File: src/rtl/rv32_pkg.sv
// ####################################################################
// Widths, opcode and funct3 encodings, ALU and operand-select enums.
// ####################################################################
`default_nettype none

package rv32_pkg;

    localparam int xlen       = 32;
    localparam int reg_addr_w = 5;

    localparam logic [6:0] op_reg   = 7'b0110011;
    localparam logic [6:0] op_imm   = 7'b0010011;
    localparam logic [6:0] op_lui   = 7'b0110111;
    localparam logic [6:0] op_load  = 7'b0000011;
    localparam logic [6:0] op_store = 7'b0100011;

    localparam logic [2:0] f3_add_sub = 3'b000;
    localparam logic [2:0] f3_sll     = 3'b001;
    localparam logic [2:0] f3_slt     = 3'b010;
    localparam logic [2:0] f3_sltu    = 3'b011;
    localparam logic [2:0] f3_xor     = 3'b100;
    localparam logic [2:0] f3_srl_sra = 3'b101;
    localparam logic [2:0] f3_or      = 3'b110;
    localparam logic [2:0] f3_and     = 3'b111;
    localparam logic [2:0] f3_word    = 3'b010; // LW and SW width.

    localparam logic [xlen-1:0] nop_word  = 32'h0000_0013; // ADDI x0,x0,0.
    localparam logic [3:0]      word_mask = 4'b1111;

    typedef enum logic [3:0] {
        alu_add,
        alu_sub,
        alu_sll,
        alu_slt,
        alu_sltu,
        alu_xor,
        alu_srl,
        alu_sra,
        alu_or,
        alu_and,
        alu_pass_b
    } alu_op_t;

    typedef enum logic [1:0] {
        fwd_reg,
        fwd_res,
        fwd_none
    } fwd_sel_t;

endpackage : rv32_pkg

`default_nettype wire

File: src/rtl/rv32_stall.sv
// ####################################################################
// Outstanding memory request tracking and the global move strobe.
// ####################################################################
`timescale 1ns/1ps
`default_nettype none

module rv32_stall (
    input  logic clk,
    input  logic arst_n,
    input  logic imem_req,
    input  logic dmem_req,
    input  logic imem_resp,
    input  logic dmem_resp,
    output logic move
);

    logic imem_done;
    logic dmem_done;

    // Fetch requests every cycle after a move, so move always waits for it.
    assign move = (imem_done || (imem_req && imem_resp)) &&
                  (!dmem_req || dmem_done || dmem_resp);

    always_ff @(posedge clk or negedge arst_n) begin
        if (!arst_n) begin
            imem_done <= 1'b0;
            dmem_done <= 1'b0;
        end else if (move) begin
            imem_done <= 1'b0;
            dmem_done <= 1'b0;
        end else begin
            imem_done <= imem_done || (imem_req && imem_resp); // Early answer.
            dmem_done <= dmem_done || (dmem_req && dmem_resp);
        end
    end

    a_resp_has_req : assert property (@(posedge clk) disable iff (!arst_n)
        (imem_resp |-> imem_req) and (dmem_resp |-> dmem_req));

endmodule : rv32_stall

`default_nettype wire

File: src/rtl/rv32_fetch.sv
// ####################################################################
// Program counter, instruction request and the fetch-to-decode word.
// ####################################################################
`timescale 1ns/1ps
`default_nettype none

module rv32_fetch (
    input  logic                     clk,
    input  logic                     arst_n,
    input  logic                     move,
    output logic                     imem_req,
    output logic [rv32_pkg::xlen-1:0] imem_addr,
    output logic [3:0]               imem_rmask,
    input  logic                     imem_resp,
    input  logic [rv32_pkg::xlen-1:0] imem_rdata,
    output logic [rv32_pkg::xlen-1:0] pc,
    output logic [rv32_pkg::xlen-1:0] instr
);
    import rv32_pkg::*;

    logic [xlen-1:0] pc_q;
    logic [xlen-1:0] rdata_q;
    logic            live;
    logic            got;

    assign imem_req   = live && !got;
    assign imem_addr  = pc_q;
    assign imem_rmask = imem_req ? word_mask : 4'b0000;

    always_ff @(posedge clk or negedge arst_n) begin
        if (!arst_n) begin
            live  <= 1'b0;
            got   <= 1'b0;
            pc_q  <= '0;
            pc    <= '0;
            instr <= nop_word;
        end else begin
            live <= 1'b1; // First request goes out on the first edge.
            if (move) begin
                got   <= 1'b0;
                pc_q  <= pc_q + xlen'(4);
                pc    <= pc_q;
                instr <= imem_resp ? imem_rdata : rdata_q;
            end else if (imem_resp) begin
                got <= 1'b1;
            end
        end
    end

    // Word may come back before the data side is done.
    always_ff @(posedge clk) begin
        if (imem_resp)
            rdata_q <= imem_rdata;
    end

    a_addr_stable : assert property (@(posedge clk) disable iff (!arst_n)
        imem_req && !imem_resp |=> $stable(imem_addr));

endmodule : rv32_fetch

`default_nettype wire

File: src/rtl/rv32_regfile.sv
// ####################################################################
// Register file, x0 tied to zero, reads see the write in flight.
// ####################################################################
`timescale 1ns/1ps
`default_nettype none

module rv32_regfile (
    input  logic                           clk,
    input  logic                           arst_n,
    input  logic                           regf_we,
    input  logic [rv32_pkg::reg_addr_w-1:0] rd_sel,
    input  logic [rv32_pkg::reg_addr_w-1:0] rs1_s,
    input  logic [rv32_pkg::reg_addr_w-1:0] rs2_s,
    input  logic [rv32_pkg::xlen-1:0]       rd_v,
    output logic [rv32_pkg::xlen-1:0]       rs1_v,
    output logic [rv32_pkg::xlen-1:0]       rs2_v
);
    import rv32_pkg::*;

    logic [xlen-1:0] regs [32];
    logic            wr;

    assign wr = regf_we && (rd_sel != '0);

    always_ff @(posedge clk or negedge arst_n) begin
        if (!arst_n) begin
            for (int i = 0; i < 32; i++)
                regs[i] <= '0;
        end else if (wr) begin
            regs[rd_sel] <= rd_v;
        end
    end

    assign rs1_v = (wr && rs1_s == rd_sel) ? rd_v : regs[rs1_s];
    assign rs2_v = (wr && rs2_s == rd_sel) ? rd_v : regs[rs2_s];

endmodule : rv32_regfile

`default_nettype wire

File: src/rtl/rv32_decode.sv
// ####################################################################
// Instruction decode, immediate build and the decode-to-execute register.
// ####################################################################
`timescale 1ns/1ps
`default_nettype none

module rv32_decode (
    input  logic                           clk,
    input  logic                           arst_n,
    input  logic                           move,
    input  logic [rv32_pkg::xlen-1:0]       instr,
    output logic [rv32_pkg::reg_addr_w-1:0] rs1_s,
    output logic [rv32_pkg::reg_addr_w-1:0] rs2_s,
    input  logic [rv32_pkg::xlen-1:0]       rs1_v,
    input  logic [rv32_pkg::xlen-1:0]       rs2_v,
    output logic [rv32_pkg::reg_addr_w-1:0] x_rs1_s,
    output logic [rv32_pkg::reg_addr_w-1:0] x_rs2_s,
    output logic [rv32_pkg::reg_addr_w-1:0] x_rd,
    output logic [rv32_pkg::xlen-1:0]       x_rs1_v,
    output logic [rv32_pkg::xlen-1:0]       x_rs2_v,
    output logic [rv32_pkg::xlen-1:0]       x_imm,
    output rv32_pkg::alu_op_t               x_alu_op,
    output logic                           x_use_imm,
    output logic                           x_reg_write,
    output logic                           x_mem_read,
    output logic                           x_mem_write
);
    import rv32_pkg::*;

    logic [6:0]      opcode;
    logic [2:0]      f3;
    logic            f7b5;
    logic [xlen-1:0] imm;
    alu_op_t         alu_op;
    logic            use_imm;
    logic            reg_write;
    logic            mem_read;
    logic            mem_write;

    assign opcode = instr[6:0];
    assign f3     = instr[14:12];
    assign f7b5   = instr[30];
    assign rs1_s  = instr[19:15];
    assign rs2_s  = instr[24:20];

    always_comb begin
        imm       = {{20{instr[31]}}, instr[31:20]}; // I-type by default.
        alu_op    = alu_add;
        use_imm   = 1'b0;
        reg_write = 1'b0;
        mem_read  = 1'b0;
        mem_write = 1'b0;
        case (opcode)
            op_reg, op_imm: begin
                use_imm   = (opcode == op_imm);
                reg_write = 1'b1;
                case (f3)
                    f3_add_sub: alu_op = (!use_imm && f7b5) ? alu_sub : alu_add;
                    f3_sll:     alu_op = alu_sll;
                    f3_slt:     alu_op = alu_slt;
                    f3_sltu:    alu_op = alu_sltu;
                    f3_xor:     alu_op = alu_xor;
                    f3_srl_sra: alu_op = f7b5 ? alu_sra : alu_srl; // SRAI too.
                    f3_or:      alu_op = alu_or;
                    default:    alu_op = alu_and;
                endcase
            end
            op_lui: begin
                imm       = {instr[31:12], 12'b0};
                alu_op    = alu_pass_b;
                use_imm   = 1'b1;
                reg_write = 1'b1;
            end
            op_load: begin
                use_imm   = 1'b1;
                reg_write = (f3 == f3_word);
                mem_read  = (f3 == f3_word);
            end
            op_store: begin
                imm       = {{20{instr[31]}}, instr[31:25], instr[11:7]};
                use_imm   = 1'b1;
                mem_write = (f3 == f3_word);
            end
            default: ; // Unsupported opcodes run as no-ops.
        endcase
    end

    always_ff @(posedge clk or negedge arst_n) begin
        if (!arst_n) begin
            x_rs1_s     <= '0;
            x_rs2_s     <= '0;
            x_rd        <= '0;
            x_rs1_v     <= '0;
            x_rs2_v     <= '0;
            x_imm       <= '0;
            x_alu_op    <= alu_add;
            x_use_imm   <= 1'b1;
            x_reg_write <= 1'b0;
            x_mem_read  <= 1'b0;
            x_mem_write <= 1'b0;
        end else if (move) begin
            x_rs1_s     <= rs1_s;
            x_rs2_s     <= rs2_s;
            x_rd        <= instr[11:7];
            x_rs1_v     <= rs1_v;
            x_rs2_v     <= rs2_v;
            x_imm       <= imm;
            x_alu_op    <= alu_op;
            x_use_imm   <= use_imm;
            x_reg_write <= reg_write;
            x_mem_read  <= mem_read;
            x_mem_write <= mem_write;
        end
    end

endmodule : rv32_decode

`default_nettype wire

File: src/rtl/rv32_execute.sv
// ####################################################################
// Operand forwarding, ALU and the execute-to-result register.
// ####################################################################
`timescale 1ns/1ps
`default_nettype none

module rv32_execute (
    input  logic                           clk,
    input  logic                           arst_n,
    input  logic                           move,
    input  logic [rv32_pkg::reg_addr_w-1:0] x_rs1_s,
    input  logic [rv32_pkg::reg_addr_w-1:0] x_rs2_s,
    input  logic [rv32_pkg::reg_addr_w-1:0] x_rd,
    input  logic [rv32_pkg::xlen-1:0]       x_rs1_v,
    input  logic [rv32_pkg::xlen-1:0]       x_rs2_v,
    input  logic [rv32_pkg::xlen-1:0]       x_imm,
    input  rv32_pkg::alu_op_t               x_alu_op,
    input  logic                           x_use_imm,
    input  logic                           x_reg_write,
    input  logic                           x_mem_read,
    input  logic                           x_mem_write,
    input  logic                           fwd_valid,
    input  logic [rv32_pkg::reg_addr_w-1:0] fwd_rd,
    input  logic [rv32_pkg::xlen-1:0]       fwd_v,
    output logic [rv32_pkg::xlen-1:0]       r_alu,
    output logic [rv32_pkg::xlen-1:0]       r_store,
    output logic [rv32_pkg::reg_addr_w-1:0] r_rd,
    output logic                           r_reg_write,
    output logic                           r_mem_read,
    output logic                           r_mem_write
);
    import rv32_pkg::*;

    fwd_sel_t        sel_a;
    fwd_sel_t        sel_b;
    logic [xlen-1:0] op_a;
    logic [xlen-1:0] op_b_reg;
    logic [xlen-1:0] op_b;
    logic [xlen-1:0] alu_y;

    function automatic fwd_sel_t pick(input logic [reg_addr_w-1:0] src, input logic valid,
        input logic [reg_addr_w-1:0] rd);
        if (src == '0)
            return fwd_none;
        if (valid && rd == src)
            return fwd_res;
        return fwd_reg;
    endfunction

    assign sel_a = pick(x_rs1_s, fwd_valid, fwd_rd);
    assign sel_b = pick(x_rs2_s, fwd_valid, fwd_rd);

    assign op_a     = (sel_a == fwd_res) ? fwd_v : (sel_a == fwd_reg) ? x_rs1_v : '0;
    assign op_b_reg = (sel_b == fwd_res) ? fwd_v : (sel_b == fwd_reg) ? x_rs2_v : '0;
    assign op_b     = x_use_imm ? x_imm : op_b_reg;

    always_comb begin
        case (x_alu_op)
            alu_sub:    alu_y = op_a - op_b;
            alu_sll:    alu_y = op_a << op_b[4:0];
            alu_slt:    alu_y = {31'b0, $signed(op_a) < $signed(op_b)};
            alu_sltu:   alu_y = {31'b0, op_a < op_b};
            alu_xor:    alu_y = op_a ^ op_b;
            alu_srl:    alu_y = op_a >> op_b[4:0];
            alu_sra:    alu_y = $unsigned($signed(op_a) >>> op_b[4:0]);
            alu_or:     alu_y = op_a | op_b;
            alu_and:    alu_y = op_a & op_b;
            alu_pass_b: alu_y = op_b; // LUI.
            default:    alu_y = op_a + op_b;
        endcase
    end

    always_ff @(posedge clk or negedge arst_n) begin
        if (!arst_n) begin
            r_reg_write <= 1'b0;
            r_mem_read  <= 1'b0;
            r_mem_write <= 1'b0;
        end else if (move) begin
            r_reg_write <= x_reg_write;
            r_mem_read  <= x_mem_read;
            r_mem_write <= x_mem_write;
        end
    end

    always_ff @(posedge clk) begin
        if (move) begin
            r_alu   <= alu_y;
            r_store <= op_b_reg; // Store data follows the same forwarding.
            r_rd    <= x_rd;
        end
    end

    // Forwarded value is settled whenever the stage registers load.
    a_fwd_known : assert property (@(posedge clk) disable iff (!arst_n)
        move && (sel_a == fwd_res || sel_b == fwd_res) |-> !$isunknown(fwd_v));

endmodule : rv32_execute

`default_nettype wire

File: src/rtl/rv32_result.sv
// ####################################################################
// Data memory access, load return, writeback and forwarding source.
// ####################################################################
`timescale 1ns/1ps
`default_nettype none

module rv32_result (
    input  logic                           clk,
    input  logic                           arst_n,
    input  logic                           move,
    input  logic [rv32_pkg::xlen-1:0]       r_alu,
    input  logic [rv32_pkg::xlen-1:0]       r_store,
    input  logic [rv32_pkg::reg_addr_w-1:0] r_rd,
    input  logic                           r_reg_write,
    input  logic                           r_mem_read,
    input  logic                           r_mem_write,
    output logic                           dmem_req,
    output logic [rv32_pkg::xlen-1:0]       dmem_addr,
    output logic [3:0]                     dmem_rmask,
    output logic [3:0]                     dmem_wmask,
    output logic [rv32_pkg::xlen-1:0]       dmem_wdata,
    input  logic [rv32_pkg::xlen-1:0]       dmem_rdata,
    input  logic                           dmem_resp,
    output logic                           regf_we,
    output logic [rv32_pkg::reg_addr_w-1:0] rd_sel,
    output logic [rv32_pkg::xlen-1:0]       rd_v,
    output logic                           fwd_valid,
    output logic [rv32_pkg::reg_addr_w-1:0] fwd_rd,
    output logic [rv32_pkg::xlen-1:0]       fwd_v
);
    import rv32_pkg::*;

    logic            d_done;
    logic [xlen-1:0] load_q;
    logic [xlen-1:0] load_v;

    assign dmem_req   = (r_mem_read || r_mem_write) && !d_done;
    assign dmem_addr  = {r_alu[xlen-1:2], 2'b00};
    assign dmem_rmask = (dmem_req && r_mem_read) ? word_mask : 4'b0000;
    assign dmem_wmask = (dmem_req && r_mem_write) ? word_mask : 4'b0000;
    assign dmem_wdata = r_store;

    always_ff @(posedge clk or negedge arst_n) begin
        if (!arst_n)
            d_done <= 1'b0;
        else if (move)
            d_done <= 1'b0;
        else if (dmem_resp)
            d_done <= 1'b1;
    end

    always_ff @(posedge clk) begin
        if (dmem_resp)
            load_q <= dmem_rdata;
    end

    assign load_v    = dmem_resp ? dmem_rdata : load_q;
    assign rd_v      = r_mem_read ? load_v : r_alu;
    assign rd_sel    = r_rd;
    assign regf_we   = r_reg_write && move;
    assign fwd_valid = r_reg_write;
    assign fwd_rd    = r_rd;
    assign fwd_v     = rd_v;

    a_one_mask : assert property (@(posedge clk) disable iff (!arst_n)
        !((|dmem_rmask) && (|dmem_wmask)));

endmodule : rv32_result

`default_nettype wire

File: src/rtl/rv32_core.sv
// ####################################################################
// Core top: stages, stall unit and register file.
// ####################################################################
`timescale 1ns/1ps
`default_nettype none

module rv32_core (
    input  logic                     clk,
    input  logic                     arst_n,
    output logic [rv32_pkg::xlen-1:0] imem_addr,
    output logic [3:0]               imem_rmask,
    input  logic [rv32_pkg::xlen-1:0] imem_rdata,
    input  logic                     imem_resp,
    output logic [rv32_pkg::xlen-1:0] dmem_addr,
    output logic [3:0]               dmem_rmask,
    output logic [3:0]               dmem_wmask,
    output logic [rv32_pkg::xlen-1:0] dmem_wdata,
    input  logic [rv32_pkg::xlen-1:0] dmem_rdata,
    input  logic                     dmem_resp
);
    import rv32_pkg::*;

    logic                  move;
    logic                  imem_req;
    logic                  dmem_req;
    logic [xlen-1:0]       instr;
    logic [reg_addr_w-1:0] rs1_s, rs2_s;
    logic [xlen-1:0]       rs1_v, rs2_v;
    logic [reg_addr_w-1:0] x_rs1_s, x_rs2_s, x_rd;
    logic [xlen-1:0]       x_rs1_v, x_rs2_v, x_imm;
    alu_op_t               x_alu_op;
    logic                  x_use_imm, x_reg_write, x_mem_read, x_mem_write;
    logic [xlen-1:0]       r_alu, r_store;
    logic [reg_addr_w-1:0] r_rd;
    logic                  r_reg_write, r_mem_read, r_mem_write;
    logic                  regf_we;
    logic [reg_addr_w-1:0] rd_sel;
    logic [xlen-1:0]       rd_v;
    logic                  fwd_valid;
    logic [reg_addr_w-1:0] fwd_rd;
    logic [xlen-1:0]       fwd_v;

    rv32_stall rv32_stall_i (
        .clk(clk), .arst_n(arst_n),
        .imem_req(imem_req), .dmem_req(dmem_req),
        .imem_resp(imem_resp), .dmem_resp(dmem_resp),
        .move(move)
    );

    rv32_fetch rv32_fetch_i (
        .clk(clk), .arst_n(arst_n), .move(move),
        .imem_req(imem_req), .imem_addr(imem_addr), .imem_rmask(imem_rmask),
        .imem_resp(imem_resp), .imem_rdata(imem_rdata),
        .pc(), // Decode-stage PC, for waveform tracing only.
        .instr(instr)
    );

    rv32_regfile rv32_regfile_i (
        .clk(clk), .arst_n(arst_n),
        .regf_we(regf_we), .rd_sel(rd_sel), .rd_v(rd_v),
        .rs1_s(rs1_s), .rs2_s(rs2_s), .rs1_v(rs1_v), .rs2_v(rs2_v)
    );

    rv32_decode rv32_decode_i (
        .clk(clk), .arst_n(arst_n), .move(move), .instr(instr),
        .rs1_s(rs1_s), .rs2_s(rs2_s), .rs1_v(rs1_v), .rs2_v(rs2_v),
        .x_rs1_s(x_rs1_s), .x_rs2_s(x_rs2_s), .x_rd(x_rd),
        .x_rs1_v(x_rs1_v), .x_rs2_v(x_rs2_v), .x_imm(x_imm),
        .x_alu_op(x_alu_op), .x_use_imm(x_use_imm), .x_reg_write(x_reg_write),
        .x_mem_read(x_mem_read), .x_mem_write(x_mem_write)
    );

    rv32_execute rv32_execute_i (
        .clk(clk), .arst_n(arst_n), .move(move),
        .x_rs1_s(x_rs1_s), .x_rs2_s(x_rs2_s), .x_rd(x_rd),
        .x_rs1_v(x_rs1_v), .x_rs2_v(x_rs2_v), .x_imm(x_imm),
        .x_alu_op(x_alu_op), .x_use_imm(x_use_imm), .x_reg_write(x_reg_write),
        .x_mem_read(x_mem_read), .x_mem_write(x_mem_write),
        .fwd_valid(fwd_valid), .fwd_rd(fwd_rd), .fwd_v(fwd_v),
        .r_alu(r_alu), .r_store(r_store), .r_rd(r_rd),
        .r_reg_write(r_reg_write), .r_mem_read(r_mem_read), .r_mem_write(r_mem_write)
    );

    rv32_result rv32_result_i (
        .clk(clk), .arst_n(arst_n), .move(move),
        .r_alu(r_alu), .r_store(r_store), .r_rd(r_rd),
        .r_reg_write(r_reg_write), .r_mem_read(r_mem_read), .r_mem_write(r_mem_write),
        .dmem_req(dmem_req), .dmem_addr(dmem_addr),
        .dmem_rmask(dmem_rmask), .dmem_wmask(dmem_wmask), .dmem_wdata(dmem_wdata),
        .dmem_rdata(dmem_rdata), .dmem_resp(dmem_resp),
        .regf_we(regf_we), .rd_sel(rd_sel), .rd_v(rd_v),
        .fwd_valid(fwd_valid), .fwd_rd(fwd_rd), .fwd_v(fwd_v)
    );

endmodule : rv32_core

`default_nettype wire

File: config.mk
export PLATFORM = sky130hd
export DESIGN_NAME = rv32_core
export DESIGN_NICKNAME = d
export VERILOG_FILES = /design/src/rtl/rv32_pkg.sv /design/src/rtl/rv32_stall.sv /design/src/rtl/rv32_fetch.sv /design/src/rtl/rv32_regfile.sv /design/src/rtl/rv32_decode.sv /design/src/rtl/rv32_execute.sv /design/src/rtl/rv32_result.sv /design/src/rtl/rv32_core.sv
export SDC_FILE = /design/constraint.sdc
export NUM_CORES = 2
export LEC_CHECK = 0
export ABC_CLOCK_PERIOD_IN_PS = 11400
export BUFFER_PORTS_ARGS = -buffer_cell sky130_fd_sc_hd__buf_2
export CORE_ASPECT_RATIO = 1.5
export CORE_UTILIZATION = 63
export DETAILED_ROUTE_END_ITERATION = 8
export PLACE_DENSITY_LB_ADDON = 0.1
export SLEW_MARGIN = 15
export SYNTH_ARGS = -nofsm -noshare
export SYNTH_HDL_FRONTEND = slang
export SYNTH_HIERARCHICAL = 1
export SYNTH_SLANG_ARGS = --single-unit
export TNS_END_PERCENT = 50
File: constraint.sdc
create_clock -name clk -period 11.4 [get_ports clk]
set_clock_uncertainty 0.2 [all_clocks]
set_input_delay 0.57 -clock clk [delete_from_list [all_inputs] [get_ports clk]]
set_output_delay 0.57 -clock clk [all_outputs]
set_load 0.02 [all_outputs]
* Word-level counts from Yosys, hierarchy flattened *
Cells that the tools add are included.

storage, ports and cells
  output and inout port bits = 108
  flip-flop bits (word level) = 1348
  word-level logic and storage cells = 190
  input bits = 68

cells by class
  $add $sub $neg = 3
  bitwise operators = 6
  order comparisons = 6
  shift operators = 3
  equality and inequality tests = 27
  muxes and demuxes = 52
  reductions and logical operators = 35

operators by type and width
  kind                                                                   count
  1024-bit bitwise mux                                                   1
  32-bit two-way mux                                                     15
  32-bit binary-select mux with 5-bit select                             2
  32-bit case mux with 10 select lines                                   1
  32-bit demux with 5-bit select                                         1
  32-bit < comparator                                                    2
  31-bit case mux with 2 select lines                                    1
  32-bit by 3-bit adder with 32-bit output, second input constant        1
  32-bit adder                                                           1
  32-bit bitwise AND                                                     1
  32-bit OR                                                              1
  32-bit by 5-bit left shift with 32-bit output                          1
  32-bit by 5-bit right shift with 32-bit output                         1
  32-bit by 5-bit >>> shifter with 32-bit output                         1
  32-bit subtractor                                                      1
  32-bit bitwise XOR                                                     1
  4-bit case mux with 7 select lines                                     1
  7-bit by 6-bit equality test with 1-bit output, second input constant  3
  5-bit equality test                                                    4
  6-bit >= comparator, second input constant                             3
  5-bit inverter with 6-bit output                                       3
  4-bit by 3-bit equality test with 1-bit output, second input constant  4
  1-bit two-way mux                                                      16
  2-bit two-way mux                                                      8
  other kinds (23)                                                       58

* Logic depth before layout (Yosys ltp) *
  depth in word-level cells = 12
  mapped depth = 24
  mapped depth without buffers = 19

* By module *
Netlist, hierarchy kept.

modules (own cells, without submodules)
  module        cells each  area each (sq um)  seq. area each (sq um)  instances
  rv32_regfile  3433        53740.3            25624.6                 1
  rv32_execute  1627        12361.9            2147.1                  1
  rv32_decode   380         4902.2             2979.1                  1
  rv32_fetch    327         4792.1             2996.6                  1
  rv32_result   226         2581.2             665.6                   1
  rv32_stall    8           87.6               50.0                    1

* Worst setup path after synthesis *
No wires, ideal clock.

  kind = reg-to-reg
  start = register rv32_execute_i.r_mem_read
  end = register rv32_decode_i/x_rs2_v[10] in the netlist's numbering
  setup slack = 4544 ps
  library setup time = 125 ps
  required time = 11075 ps
  stages on the path, launching flop included = 12
  clock period less this slack = 6856 ps
  data arrival time = 6532 ps
  path buffers = 3
  cell sequence = dfrtp_1 buf_2 buf_2 nor2_1 nor2_1 a21oi_1 and2_1 a21bo_2 nor4_4 buf_2 mux2_2 mux2_2

on the way
  word-level cells in the longest chain between the ends = 10
  elaborated cells between the ends (all ways) = 11
  classes of those cells = 2 x mux; 9 x reduce/logical

ends and longest elaborated chain
  what                            RTL line            text
  start: declaration              rv32_execute.sv:29  output logic r_mem_read,
  start signal: assignment        rv32_execute.sv:80  r_mem_read <= x_mem_read;
  1-bit logical OR                rv32_result.sv:37   assign dmem_req = (r_mem_read || r_mem_write) && !d_done;
  1-bit logical AND               rv32_result.sv:37
  named net dmem_req              rv32_core.sv:25     logic dmem_req;
  1-bit logical NOT               rv32_stall.sv:22    (!dmem_req || dmem_done || dmem_resp);
  1-bit logical OR (2 in series)  rv32_stall.sv:22
  1-bit logical AND               rv32_stall.sv:21    assign move = (imem_done || (imem_req && imem_resp)) &&
  named net move                  rv32_core.sv:23     logic move;
  1-bit logical AND               rv32_result.sv:60   assign regf_we = r_reg_write && move;
  named net regf_we               rv32_core.sv:36     logic regf_we;
  1-bit logical AND               rv32_regfile.sv:23  assign wr = regf_we && (rd_sel != '0);
  1-bit logical AND               rv32_regfile.sv:35  assign rs2_v = (wr && rs2_s == rd_sel) ? rd_v : regs[rs2_s];
  32-bit two-way mux              rv32_regfile.sv:35
  named net rs2_v[10]             rv32_core.sv:28     logic [xlen-1:0] rs1_v, rs2_v;
  end signal: assignment          rv32_decode.sv:106  x_rs2_v <= rs2_v;
  end: declaration                rv32_decode.sv:20   output logic [rv32_pkg::xlen-1:0] x_rs2_v,

The timed path passes the listed nets, and every way through them passes these cells.
A chain may end at the register's enable or synchronous reset.

* Final worst setup path *
  start = register rv32_execute_i/r_rd[0] in the netlist's numbering
  end = register rv32_execute_i/r_alu[30] in the netlist's numbering (data pin)

on the way
  word-level cells in the longest chain between the ends = 12
  elaborated cells between the ends (all ways) = 32
  classes of those cells = 2 x add/sub; 4 x eq/ne; 3 x shift; 16 x mux; 3 x bitwise; 4 x reduce/logical

ends and longest elaborated chain
  what                                               RTL line                                text
  start: declaration                                 rv32_execute.sv:27                      output logic [rv32_pkg::reg_addr_w-1:0] r_rd,
  start signal: assignment                           rv32_execute.sv:89                      r_rd <= x_rd;
  5-bit equality test *                              rv32_execute.sv:45                      if (valid && rd == src)
  1-bit logical AND *                                rv32_execute.sv:45
  1-bit two-way mux (2 in series)                    rv32_execute.sv:45
  2-bit two-way mux *                                rv32_execute.sv:47                      return fwd_reg;
  2-bit two-way mux *                                rv32_execute.sv:45
  2-bit logical NOT                                  rv32_execute.sv:54                      assign op_b_reg = (sel_b == fwd_res) ? fwd_v : (sel_b == fwd_reg) ? x_rs2_v : '0;
  32-bit two-way mux                                 rv32_execute.sv:54
  32-bit two-way mux *                               rv32_execute.sv:54
  named net rv32_execute_i.op_b_reg[19]              rv32_execute.sv:37                      logic [xlen-1:0] op_b_reg;
  32-bit two-way mux *                               rv32_execute.sv:55                      assign op_b = x_use_imm ? x_imm : op_b_reg;
  32-bit adder or 32-bit subtractor (tied branches)  rv32_execute.sv:69, rv32_execute.sv:59
  32-bit case mux with 10 select lines *             rv32_execute.sv:58                      case (x_alu_op)
  named net rv32_execute_i.alu_y[30]                 rv32_execute.sv:39                      logic [xlen-1:0] alu_y;
  end signal: assignment                             rv32_execute.sv:87                      r_alu <= alu_y;
  end: declaration                                   rv32_execute.sv:25                      output logic [rv32_pkg::xlen-1:0] r_alu,

The timed path passes the listed nets; every way through them passes the cells marked *. The select of a mux whose other input is x is not followed.

==> impl_metrics.env <==
export IMPL_cap_violations=0
export IMPL_drc=2
export IMPL_grt_pass1_vias=56700
export IMPL_place_inst=7147
export IMPL_multiInputGateArea_um2=39500
export IMPL_hp_class="in2async"
export IMPL_status="finished, violations left"
export IMPL_antenna_found_initial=21
export IMPL_routed_wl_mm=276
export IMPL_grt_max_degree=177
export IMPL_grt_use_total=0.452
export IMPL_busiest_layer="met2"
export IMPL_hold_viol=0
export IMPL_portBuffers=171
export IMPL_wl_per_cell_um=36.9
export IMPL_netlist_instances=5937
export IMPL_period_share=0.587
export IMPL_grt_use_met3=0.129
export IMPL_cts_buffer_depth=3
export IMPL_post_route_min_period_ns=6.69
export IMPL_cts_num_sinks=1346
export IMPL_gr_usage_met2=0.688
export IMPL_hold_buffers=65
export IMPL_dieWidth_um=288
export IMPL_power_mw=12.9
export IMPL_gp_congestion=1.08
export IMPL_violations="design-rule violations"
export IMPL_r2r_start="rv32_execute_i/r_rd[0]"
export IMPL_vias_per_cell=7.41
export IMPL_setup_tns_ns=0
export IMPL_grt_first_pass_wirelength_mm=398
export IMPL_final_max_slew_viol_count=0
export IMPL_die_y_um=431
export IMPL_cts_root_buf="clkbuf_16"
export IMPL_crit_fanout=16
export IMPL_p_int_mw=8.61
export IMPL_path_clk_slew_ns=0.06
export IMPL_cp_start_kind="register"
export IMPL_initialDrtViolationCount=6122
export IMPL_dr_pass1_iters=9
export IMPL_worst_pin_slew_ns=1.36
export IMPL_power_frac_seq=0.398
export IMPL_regArea_um2=33700
export IMPL_p_sw_frac=0.332
export IMPL_overflow=0
export IMPL_clock_latency_ns=0.80
export IMPL_antenna_left=0
export IMPL_start_util=0.634
export IMPL_ctsResizeCount=0
export IMPL_layout_nets=5927
export IMPL_fill_cells=8686
export IMPL_worstSetupPathType="reg2reg"
export IMPL_core_area_um2=122000
export IMPL_critPathCaptureType="register"
export IMPL_power_switching_mw=4.27
export IMPL_instances_no_fill=7466
export IMPL_syn_area_um2=77400
export IMPL_cts_setup_buffers=0
export IMPL_pwr_share_comb=0.243
export IMPL_syn_avg_cell_area_um2=13.0
export IMPL_rsz0062_at_grt="false"
export IMPL_cts_tree="done"
export IMPL_maxSlewHeadroom=0.0929
export IMPL_dieArea_um2=124000
export IMPL_cts_buffers=134
export IMPL_grt_use_met1=0.548
export IMPL_drive_gt1_frac=0.414
export IMPL_cp_required_ns=11.67
export IMPL_leakagePower_nw=37.5
export IMPL_p_per_area_nw_per_um2=155
export IMPL_ioPinCount=176
export IMPL_yosys_warnings=6
export IMPL_area_growth_pct=7.63
export IMPL_max_vdd_ir_drop_uv=198
export IMPL_clock_fmax_ghz=0.149
export IMPL_h_tree_depth=4
export IMPL_cp_arrival_ns=6.97
export IMPL_cp_startpoint="rv32_execute_i/r_rd[0]"
export IMPL_rows=157
export IMPL_num_vias=55300
export IMPL_hpwl_mm=169
export IMPL_setup_viol=0
export IMPL_clock_power_share=0.359
## cell type report
cell class | instances | area share
sequential | 1346 | 0.405
tap | 1590 | 0.0239
multi-input combinational | 3732 | 0.475
inverter | 148 | 0.00667
clock inverter | 54 | 0.00870
antenna | 13 | 0.000391
clock buffer | 186 | 0.0458
timing repair buffer | 397 | 0.0347
## metal layers
metal,wire (um),vias up
li1,-,22100
met1,96700,28600
met2,127000,3421
met3,27200,1128
met4,24500,18
met5,109,-
## worst max-delay path, cell delays in order, from the launching register on
cell	delay, ns
edfxtp_1	0.59
xnor2_1	0.29
nand4_1	0.24
nor3_2	0.62
buf_4	0.38
a22o_1	0.33
mux2_2	0.37
inv_1	0.10
ha_1	0.44
nor4_2	0.88
nand3_1	0.16
a21o_1	0.28
a41oi_1	0.56
a221o_1	0.30
a31o_2	0.19
nor2_1	0.04
a211oi_1	0.24
o221ai_1	0.13
## placed cells by master, fill, tap and decap left out, types with 115 or more instances in the layout
cell type / instances
o22ai_1: 294
dfrtp_1: 1204
mux2i_1: 173
nand2_1: 186
a21oi_1: 152
clkbuf_16: 138
inv_1: 142
buf_2: 170
mux2_2: 1193
nor2_1: 115
mux4_2: 512
o21ai_0: 129
buf_4: 148
## state kept, by name, summed over array words and instances, names as in the netlist, 4 cells and up
name,flops
rv32_decode_i/x_rs1_v,32
rv32_decode_i/x_rd,5
rv32_decode_i/x_rs2_v,32
rv32_regfile_i/regs,1024
rv32_decode_i/x_rs1_s,5
rv32_decode_i/x_rs2_s,5
rv32_fetch_i/instr,32
rv32_fetch_i/imem_addr,30
rv32_fetch_i/rdata_q,32
rv32_execute_i/r_rd,5
rv32_execute_i/r_store,32
rv32_execute_i/r_alu,32
rv32_decode_i/x_imm,32
rv32_result_i/load_q,32
rv32_decode_i/x_alu_op,4
## power by group through the flow
stage               logic (mW)  clock network [mW]  registers (mW)
CTS                       2.98                4.67            5.11
detailed placement        2.95                   0            5.20
floorplan                 1.96                   0            5.07
global placement          2.95                   0            5.19
global route              3.25                4.85            5.14
finish                    3.13                4.62            5.13
## path summary, 6_finish.rpt
kind	endpoint	slack (ns)	cells past startpoint
worst max-delay path	rv32_execute_i/r_alu[30]	4.71	17
worst min-delay path	rv32_regfile_i/regs[923]	0.14	2
worst max register to register	rv32_execute_i/r_alu[30]	4.71	17
worst min register to register	rv32_regfile_i/regs[1021]	0.19	0
max in group asynchronous	rv32_regfile_i/regs[131]	8.46	4
min in group clk	rv32_regfile_i/regs[1021]	0.19	0
## per-stage QoR
stage / utilization / hold WS [ns] / area (um2) / setup slack (ns)
2_1_floorplan: - / 0.0744 / 77400 / 4.54
3_3_place_gp: 0.639 / 0.176 / 77900 / 4.30
3_5_place_dp: 0.639 / 0.183 / 77900 / 4.32
4_1_cts: 0.682 / 0.192 / 83100 / 4.98
5_1_grt: 0.682 / 0.205 / 83200 / 4.57
6_report: 0.682 / 0.140 / 83300 / 4.71
Power figures use the tool's default switching activity.
